--- config.mk ---
export PLATFORM = sky130hd
export DESIGN_NAME = ice51_serial_top
export DESIGN_NICKNAME = d
export VERILOG_FILES = /design/src/common/ice51_pkg.sv /design/src/verilog/ice51_serial_top.sv /design/src/verilog/code_loader.sv /design/src/uart/uart_tx.sv /design/src/uart/uart_rx.sv
export SDC_FILE = /design/constraint.sdc
export NUM_CORES = 1
export LEC_CHECK = 0
export ABC_AREA = 1
export CAP_MARGIN = 0
export CELL_PAD_IN_SITES_DETAIL_PLACEMENT = 2
export CELL_PAD_IN_SITES_GLOBAL_PLACEMENT = 2
export CORE_ASPECT_RATIO = 1.4
export CORE_MARGIN = 8
export CORE_UTILIZATION = 40
export CTS_CLUSTER_DIAMETER = 80
export DETAILED_ROUTE_END_ITERATION = 6
export DONT_BUFFER_PORTS = 1
export GPL_ROUTABILITY_DRIVEN = 0
export GPL_TIMING_DRIVEN = 0
export PLACE_DENSITY = 0.85
export SYNTH_ARGS = -nofsm -noshare
export SYNTH_HDL_FRONTEND = slang
export SYNTH_SLANG_ARGS = --single-unit
--- constraint.sdc ---
create_clock -name i_clk -period 3 [get_ports i_clk]
set_clock_uncertainty 0.15 [all_clocks]
set_input_delay 0.15 -clock i_clk [delete_from_list [all_inputs] [get_ports i_clk]]
set_output_delay 0.15 -clock i_clk [all_outputs]
set_load 0.01 [all_outputs]
--- src/common/ice51_pkg.sv ---
`default_nettype none

package ice51_pkg;

   //////////////////////////////////////////////////
   // bit timing

   localparam int BIT_CLOCKS = 104;             // sample counter terminal value
   localparam int HALF_BIT   = BIT_CLOCKS >> 1; // start edge to bit center
   localparam int SAMPLE_W   = $clog2(BIT_CLOCKS);

   //////////////////////////////////////////////////
   // data and code memory

   typedef logic [7:0] byte_t;

   localparam int CODE_BYTES  = 512; // bytes before load done
   localparam int CODE_ADDR_W = 10;

   //////////////////////////////////////////////////
   // receiver

   typedef enum logic [1:0] {
      RX_IDLE  = 2'b00,
      RX_START = 2'b01,
      RX_DATA  = 2'b11,
      RX_STOP  = 2'b10
   } rx_state_t;

   localparam byte_t RX_MARKER = 8'h80; // shifts down to bit 0 after 7 bits

   //////////////////////////////////////////////////
   // transmitter

   typedef enum logic [1:0] {
      TX_IDLE  = 2'b00,
      TX_START = 2'b01,
      TX_SEND  = 2'b10
   } tx_state_t;

   localparam int TX_FINAL_COUNT = 10; // start + 8 data + stop

endpackage

`default_nettype wire
--- src/verilog/ice51_serial_top.sv ---
`default_nettype none

module ice51_serial_top (
   input  logic                              i_clk,
   input  logic                              i_nrst,
   input  logic                              i_uart_rx,
   input  logic                              i_tx_start,
   input  ice51_pkg::byte_t                  i_tx_data,
   output logic                              o_uart_tx,
   output logic                              o_tx_busy,
   output logic                              o_code_wr,
   output logic [ice51_pkg::CODE_ADDR_W-1:0] o_code_addr,
   output ice51_pkg::byte_t                  o_code_data,
   output logic                              o_load_done
);

   logic             rx_done;
   ice51_pkg::byte_t rx_data;

   //////////////////////////////////////////////////
   // receive path

   uart_rx uart_rx_i (
      .i_clk  (i_clk),
      .i_nrst (i_nrst),
      .i_rx   (i_uart_rx),
      .o_done (rx_done),
      .o_data (rx_data)
   );

   code_loader code_loader_i (
      .i_clk       (i_clk),
      .i_nrst      (i_nrst),
      .i_byte_done (rx_done),
      .o_code_wr   (o_code_wr),
      .o_code_addr (o_code_addr),
      .o_load_done (o_load_done)
   );

   assign o_code_data = rx_data; // valid while o_code_wr is high

   //////////////////////////////////////////////////
   // transmit path

   uart_tx uart_tx_i (
      .i_clk   (i_clk),
      .i_nrst  (i_nrst),
      .i_start (i_tx_start),
      .i_data  (i_tx_data),
      .o_tx    (o_uart_tx),
      .o_busy  (o_tx_busy)
   );

endmodule

`default_nettype wire

--- src/verilog/code_loader.sv ---
`default_nettype none

module code_loader (
   input  logic                              i_clk,
   input  logic                              i_nrst,
   input  logic                              i_byte_done,
   output logic                              o_code_wr,
   output logic [ice51_pkg::CODE_ADDR_W-1:0] o_code_addr,
   output logic                              o_load_done
);

   logic [ice51_pkg::CODE_ADDR_W-2:0] byte_count;
   logic                              load_done_q;
   logic                              wrap;

   //////////////////////////////////////////////////
   // write strobe and byte count

   // gated by the latched level so the last byte still gets written
   assign o_code_wr = i_byte_done & ~load_done_q;
   assign wrap      = o_code_wr & (byte_count == ice51_pkg::CODE_BYTES - 1);

   always_ff @(posedge i_clk or negedge i_nrst) begin
      if (!i_nrst)         byte_count <= '0;
      else if (o_code_wr)  byte_count <= byte_count + 1'b1; // wraps to 0 on the last byte
   end

   assign o_code_addr = {1'b0, byte_count};

   //////////////////////////////////////////////////
   // load done

   always_ff @(posedge i_clk or negedge i_nrst) begin
      if (!i_nrst)    load_done_q <= 1'b0;
      else if (wrap)  load_done_q <= 1'b1;
   end

   assign o_load_done = wrap | load_done_q; // high from the final write on

   //////////////////////////////////////////////////
   // checks

   a_no_write_after_done: assert property (
      @(posedge i_clk) disable iff (!i_nrst)
      $past(o_load_done) |-> !o_code_wr
   ) else $error("code write after load done");

endmodule

`default_nettype wire

--- src/uart/uart_tx.sv ---
`default_nettype none

module uart_tx (
   input  logic             i_clk,
   input  logic             i_nrst,
   input  logic             i_start,
   input  ice51_pkg::byte_t i_data,
   output logic             o_tx,
   output logic             o_busy
);

   localparam int BIT_CNT_W = $clog2(ice51_pkg::TX_FINAL_COUNT + 1);

   ice51_pkg::tx_state_t              state;
   ice51_pkg::tx_state_t              state_next;
   logic [ice51_pkg::SAMPLE_W-1:0]    sample_count;
   logic [BIT_CNT_W-1:0]              bit_count;
   logic [BIT_CNT_W-1:0]              bit_count_inc;
   ice51_pkg::byte_t                  shift;
   logic                              in_idle;
   logic                              in_start;
   logic                              in_send;
   logic                              load;
   logic                              sample;
   logic                              finish;

   assign in_idle  = (state == ice51_pkg::TX_IDLE);
   assign in_start = (state == ice51_pkg::TX_START);
   assign in_send  = (state == ice51_pkg::TX_SEND);
   assign load     = in_idle & i_start; // strobe ignored while busy

   //////////////////////////////////////////////////
   // bit timing

   assign sample = (sample_count == ice51_pkg::BIT_CLOCKS);

   always_ff @(posedge i_clk or negedge i_nrst) begin
      if (!i_nrst)                sample_count <= '0;
      else if (in_idle | sample)  sample_count <= '0;
      else                        sample_count <= sample_count + 1'b1;
   end

   assign bit_count_inc = bit_count + 1'b1;
   assign finish        = sample & (bit_count_inc == ice51_pkg::TX_FINAL_COUNT); // end of stop

   always_ff @(posedge i_clk or negedge i_nrst) begin
      if (!i_nrst)      bit_count <= '0;
      else if (finish)  bit_count <= '0;
      else if (sample)  bit_count <= bit_count_inc;
   end

   //////////////////////////////////////////////////
   // state machine

   assign state_next = load                ? ice51_pkg::TX_START :
                       (in_start & sample) ? ice51_pkg::TX_SEND  :
                       (in_send & finish)  ? ice51_pkg::TX_IDLE  :
                                             state;

   always_ff @(posedge i_clk or negedge i_nrst) begin
      if (!i_nrst) state <= ice51_pkg::TX_IDLE;
      else         state <= state_next;
   end

   //////////////////////////////////////////////////
   // shift register and line

   // MSB first with ones shifted in so the stop bit comes for free
   always_ff @(posedge i_clk) begin
      if (load)                  shift <= i_data;
      else if (in_send & sample) shift <= {shift[6:0], 1'b1};
   end

   assign o_tx   = in_idle  ? 1'b1 :
                   in_start ? 1'b0 :
                              shift[7];
   assign o_busy = ~in_idle;

   //////////////////////////////////////////////////
   // checks

   a_no_start_busy: assert property (
      @(posedge i_clk) disable iff (!i_nrst)
      i_start |-> !o_busy
   ) else $error("tx start strobe while busy");

   a_bit_count_range: assert property (
      @(posedge i_clk) disable iff (!i_nrst)
      bit_count <= ice51_pkg::TX_FINAL_COUNT
   ) else $error("tx bit count %0d out of range", bit_count);

endmodule

`default_nettype wire

--- src/uart/uart_rx.sv ---
`default_nettype none

module uart_rx (
   input  logic             i_clk,
   input  logic             i_nrst,
   input  logic             i_rx,
   output logic             o_done,
   output ice51_pkg::byte_t o_data
);

   logic                              rx_sync;
   ice51_pkg::rx_state_t              state;
   ice51_pkg::rx_state_t              state_next;
   logic [ice51_pkg::SAMPLE_W-1:0]    count;
   logic [ice51_pkg::SAMPLE_W-1:0]    count_next;
   ice51_pkg::byte_t                  shift;
   ice51_pkg::byte_t                  shift_next;
   logic                              start;
   logic                              full_sample;
   logic                              half_sample;
   logic                              in_start;
   logic                              in_data;

   //////////////////////////////////////////////////
   // line resync

   always_ff @(posedge i_clk or negedge i_nrst) begin
      if (!i_nrst) rx_sync <= 1'b1; // idle line is high
      else         rx_sync <= i_rx;
   end

   //////////////////////////////////////////////////
   // state machine

   assign in_start    = (state == ice51_pkg::RX_START);
   assign in_data     = (state == ice51_pkg::RX_DATA);
   assign start       = (state == ice51_pkg::RX_IDLE) & ~rx_sync; // falling start edge
   assign full_sample = (count == ice51_pkg::BIT_CLOCKS);
   assign half_sample = (count == ice51_pkg::HALF_BIT);
   assign o_done      = (state == ice51_pkg::RX_STOP) & full_sample;

   // marker in bit 0 means this sample is the last data bit
   assign state_next = start                                ? ice51_pkg::RX_START :
                       (in_start & half_sample)             ? ice51_pkg::RX_DATA  :
                       (in_data & full_sample & shift[0])   ? ice51_pkg::RX_STOP  :
                       o_done                               ? ice51_pkg::RX_IDLE  :
                                                              state;

   always_ff @(posedge i_clk or negedge i_nrst) begin
      if (!i_nrst) state <= ice51_pkg::RX_IDLE;
      else         state <= state_next;
   end

   //////////////////////////////////////////////////
   // sample counter cleared at every transition point

   assign count_next = (start | o_done | (in_start & half_sample) |
                        (in_data & full_sample)) ? '0 : count + 1'b1;

   always_ff @(posedge i_clk or negedge i_nrst) begin
      if (!i_nrst) count <= '0;
      else         count <= count_next;
   end

   //////////////////////////////////////////////////
   // shift register with LSB arriving first

   assign shift_next = start                   ? ice51_pkg::RX_MARKER  :
                       (in_data & full_sample) ? {rx_sync, shift[7:1]} :
                                                 shift;

   always_ff @(posedge i_clk or negedge i_nrst) begin
      if (!i_nrst) shift <= ice51_pkg::RX_MARKER;
      else         shift <= shift_next;
   end

   assign o_data = shift;

   //////////////////////////////////////////////////
   // checks

   a_data_from_start: assert property (
      @(posedge i_clk) disable iff (!i_nrst)
      $rose(state == ice51_pkg::RX_DATA) |-> $past(state) == ice51_pkg::RX_START
   ) else $error("rx entered data phase from a state other than start");

   a_done_one_cycle: assert property (
      @(posedge i_clk) disable iff (!i_nrst)
      o_done |=> !o_done
   ) else $error("rx done held longer than one cycle");

endmodule

`default_nettype wire

==> Word-level counts from Yosys, hierarchy flattened <==
Index checks and enable logic that the tools add are counted.
{ "word_totals": {"regBits": 49, "output_inout_bits": 22, "wordCells": 68, "inputBits": 12} }
{ "classes": {"addsub": 4, "reduce_logical": 7, "mux": 17, "n_eq_ne": 10, "bitwise": 20} }
{ "ops": {"columns": ["cell", "n"], "rows": [
  ["$mux W8", 4],
  ["$add A7 B1 Y7 const B", 2],
  ["$eq A7 B7 Y1 const B", 2],
  ["$mux W2", 7],
  ["$mux W7", 2],
  ["$and A1 B1 Y1", 12],
  ["$add A9 B1 Y9 const B", 1],
  ["$eq A9 B9 Y1 const B", 1],
  ["$mux W4", 2],
  ["$eq A7 B6 Y1 const B", 1],
  ["$eq A2 B2 Y1 const B", 3],
  ["$reduce_bool A2 Y1", 3],
  ["$or A1 B1 Y1", 5],
  ["$add A4 B1 Y4 const B", 1],
  ["$eq A2 B1 Y1 const B", 2],
  ["$eq A4 B4 Y1 const B", 1],
  ["$logic_not A2 Y1", 2],
  ["$reduce_bool A4 Y1", 1],
  ["$not A1 Y1", 3],
  ["$reduce_bool A3 Y1", 1],
  ["$mux W1", 2]
]} }

==> Logic depth before layout (Yosys ltp) <==
{ "logic_depth": {"depth_word": 7, "depth_mapped": 9, "mapped_depth_nobuf": 9} }

==> Hierarchy <==
Synthesis repeated with hierarchy kept, for this count alone.
{ "unflattened": {"hier_cells": 311, "hier_area_um2": 2567.5} }
{ "by_module_without_submodules": {"columns": ["module", "n_inst", "area_per_inst_um2", "cells_per_inst", "seq_area_each_um2"], "rows": [
  ["uart_tx", 1, 1069.8, 127, 565.5],
  ["uart_rx", 1, 947.2, 117, 452.9],
  ["code_loader", 1, 550.5, 67, 250.2]
]} }

==> Worst setup path after synthesis <==
OpenSTA, ideal clock, no wires.
{ "synth_timing": {"kind": "register -> register", "start": "reg uart_tx_i.sample_count[0] (netlist bit)", "end": "reg uart_tx_i.shift[0] (enable)", "period_less_slack_ns": 2.085, "stages_incl_launch_ff": 7, "path_buffers": 0, "required_time_ns": 2.463, "slack_ns": 0.915, "setup_ns": 0.387, "t_arrival_ns": 1.548, "cell_sequence": "dfrtp_1 inv_1 ha_1 nand2_1 inv_1 nand3_2 o31ai_1"} }
{ "synth_between": {"elab_chain_cells": 3} }
{ "synth_lines": {"columns": ["element", "line", "source"], "rows": [
  ["start, declared", "uart_tx.sv:16", "logic [ice51_pkg::SAMPLE_W-1:0] sample_count;"],
  ["start signal, assigned", "uart_tx.sv:40", "else sample_count <= sample_count + 1'b1;"],
  ["$eq A7 B7 Y1", "uart_tx.sv:35", "assign sample = (sample_count == ice51_pkg::BIT_CLOCKS);"],
  ["$and A1 B1 Y1", "uart_tx.sv:71", "else if (in_send & sample) shift <= {shift[6:0], 1'b1};"],
  ["$reduce_bool A2 Y1 (no line)", null, null],
  ["end signal, assigned", "uart_tx.sv:70", "if (load) shift <= i_data;"],
  ["end signal, assigned", "uart_tx.sv:71", null],
  ["end, declared", "uart_tx.sv:19", "ice51_pkg::byte_t shift;"]
]} }
No other way between the ends.
A chain may end at the register's enable or synchronous reset.

==> Final worst setup path <==
{ "layout_timing": {"start": "reg uart_tx_i.sample_count[0] (netlist bit)", "end": "reg uart_tx_i.shift[1] (enable)"} }
The elaborated chain is that of the path after synthesis.

==> results.json <==
{
  "die_area_sq_um": 8850,
  "cts-root-buf": "clkbuf_8",
  "arrival_ns": 2.28,
  "synth_area_sq_um": 2430,
  "synth_top_area_share_pct": 40.2,
  "drv_slew": 0,
  "antenna_found_initial": 0,
  "dp_slack_ns": 0.459,
  "drc": 0,
  "firstDrtPassIters": 4,
  "crit_path_top_delay_cell": "o31ai_1",
  "ant_nets": 0,
  "h-tree-depth": 2,
  "drt-total-wl_microns": 6250,
  "syn_avg_cell_area_sq_um": 8.31,
  "crit_chain": "inv_1, ha_1, nand2_1, inv_1, nand3_2, o31ai_1",
  "fmax_mhz": 398,
  "r2r_slack_ns": 0.49,
  "grt_use_total_pct": 15.2,
  "min_path_type": "input port to flop",
  "synthCells": 292,
  "critical_path.most_common_cell": "inv_1",
  "synth_top_cell_by_area": "dfrtp_1",
  "ir_drop_mv": 0.260,
  "fp.coreArea_sq_um": 5860,
  "clkLatencyLatePin_ns": 0.31,
  "grt_max_degree": 42,
  "slowest_delay_ns": 1.04,
  "cts.clk_slew.worst_paths_ns": 0.09,
  "ff2ff_path_depth": 6,
  "hold_viol": 0,
  "antennaDiodeCount": 0,
  "period_needed_ns": 2.51,
  "cts_buffers": 5,
  "area.growth.synth_to_final_pct": 12.2,
  "cp-start-kind": "flop",
  "ys_warn_count": 0,
  "port_buffers": 0,
  "crit_required_ns": 2.77,
  "seqCellArea_sq_um": 1270,
  "synth_most_common_cell": "nand2_1",
  "die_h_microns": 108,
  "cp-startpoint": "uart_tx_i.sample_count[0]",
  "finalCritPeriodShare_pct": 83.7,
  "final-setup-viol-count": 0,
  "grt_pass1_vias": 2250,
  "status": "complete, no violations",
  "instances_no_fill": 381,
  "place_inst": 362,
  "critical_path.top_delay_family": "compound AO/OA/AOI/OAI gates",
  "maxCapViolations": 0,
  "crit_end": "uart_tx_i.shift[1]",
  "grt_overflow": 0,
  "cts_tree": "yes",
  "layout-drive-gt1-share_pct": 8.68,
  "ys_seq_elements": 49,
  "r2r-end": "uart_tx_i.shift[1]",
  "dieWidth_microns": 81.8,
  "ios": 34,
  "worst_pin_slew_ns": 1.24,
  "setup_tns_ns": 0,
  "grt_pass1_wl_microns": 10700,
  "critical_path_buf_inv_count": 2,
  "timing.rr.start": "uart_tx_i.sample_count[0]",
  "max_slew_margin_pct": 16.6,
  "powerDensity_nw_per_um2": 506,
  "grt_setup_unrepaired": "no",
  "ys_async_sr_fraction_pct": 83.7,
  "crit_fanout": 10,
  "post-dp-hpwl_microns": 4550,
  "start_util_pct": 41.4,
  "viasPerCell": 5.19,
  "wl_per_cell_microns": 16.4,
  "fill_cells": 658,
  "drt_iter0_drc": 57,
  "crit_cells": 6,
  "nets": 330,
  "clockBufferDepth": 2,
  "ys_seq_area_share_pct": 52.3,
  "syn-num-nets": 312,
  "setup_ws_ns": 0.488,
  "end_kind": "flop",
  "row_count": 33,
  "clock_sinks": 49,
  "synth_common_cells": "nand2_1, dfrtp_1, inv_1, nor2_1, nand3_1",
  "synth_edf_count": 8,
  "vias": 1976,
  "path_class": "flop to flop",
  "yosys.cell_types.count": 32,
  "whs_ns": 0.123,
  "p_leak_nw": 1.33,
  "synth_area_leaders": "dfrtp_1, nand2_1, edfxtp_1",
  "multi_input_area_sq_um": 1010,
  "synth_ff_type": "dfrtp_1"
}
[worst min-delay path: cells and delay by family]
family | cells | cell delay, ns
AND/OR/NAND/NOR | 2 | 0.17
buffers and inverters | 1 | 0.23
[sequential cells by signal (all words and copies together), names as in the netlist, 2 cells and up]
signal and cells:
uart_tx_i.state 2, uart_rx_i.count 7, code_loader_i.byte_count 9, uart_tx_i.bit_count 4, uart_rx_i.state 2, uart_rx_i.o_data 8, uart_tx_i.shift 8, uart_tx_i.sample_count 7
[how the worst min path moves through the flow]
stage / from / to / slack (ns) / depth (start not counted)
2_1_floorplan: i_nrst / code_loader_i.byte_count[0] / -0.30 / 0
3_3_place_gp: i_nrst / uart_rx_i.o_data[2] / -0.29 / 0
3_5_place_dp: i_nrst / uart_rx_i.o_data[0] / -0.29 / 0
4_1_cts: i_tx_start / uart_tx_i.state[0] / 0.11 / 3
5_1_grt: i_tx_start / uart_tx_i.state[0] / 0.18 / 3
6_report: i_tx_start / uart_tx_i.state[0] / 0.12 / 3
[layout make-up]
type                            count  area share, %
Inverter                           33           4.55
Clock buffer                        5           2.53
Clock inverter                      3          0.459
Timing Repair Buffer               11           4.69
Tap cell                           70           3.22
Multi-Input combinational cell    206           37.1
Sequential cell                    49           46.6
Buffer                              4          0.873
[per-layer routing]
metal  vias to the layer above  routed length, microns  track usage [%]
li1                        949                       -                -
met2                        24                    3610             28.8
met1                       995                    2400             16.0
met4                         0                      79             4.41
met5                         -                       0                0
met3                         8                     159             3.41
[cell usage in the layout (no fill, tap or decap), types with 8 or more instances in the layout]
master and count:
dfrtp_1 39, dlygate4sd3_1 10, edfxtp_1 8, ha_1 8, inv_1 29, nand2_1 107
nand3_1 22, nor2_1 27, o21ai_0 9
[timing repair]
| action | CTS | global route |
|---|---|---|
| resized for setup | 0 | 0 |
| hold buffers | 11 | 0 |
| setup buffers | 0 | 0 |
| hold endpoints to repair | 50 | 0 |
[where the power goes]
part           switching, mW  leakage (nW)  total, mW  internal [mW]
clock                  0.221        0.0430      0.379          0.158
combinational          0.107         0.705      0.195         0.0886
sequential            0.0755         0.584      0.805          0.730
[metrics by stage]
stage / instance area, sq um / utilization (%) / power [mW]
3_5_place_dp: 2510 / 42.9 / 0.995
5_1_grt: 2720 / 46.5 / 1.45
2_1_floorplan: 2430 / - / 0.941
3_3_place_gp: 2510 / 42.9 / 0.973
4_1_cts: 2720 / 46.5 / 1.40
6_report: 2720 / 46.5 / 1.38
[cells by family after synthesis]
kind of cell | synth area share [%]
other | 0.154
buffers and inverters | 6.08
adder cells (fa/ha/maj) | 4.12
AO/OA/AOI/OAI | 4.12
AND/OR/NAND/NOR | 30.7
flip-flops | 52.3
XOR/XNOR | 2.53
No activity file was read; power rests on OpenSTA's default activity.
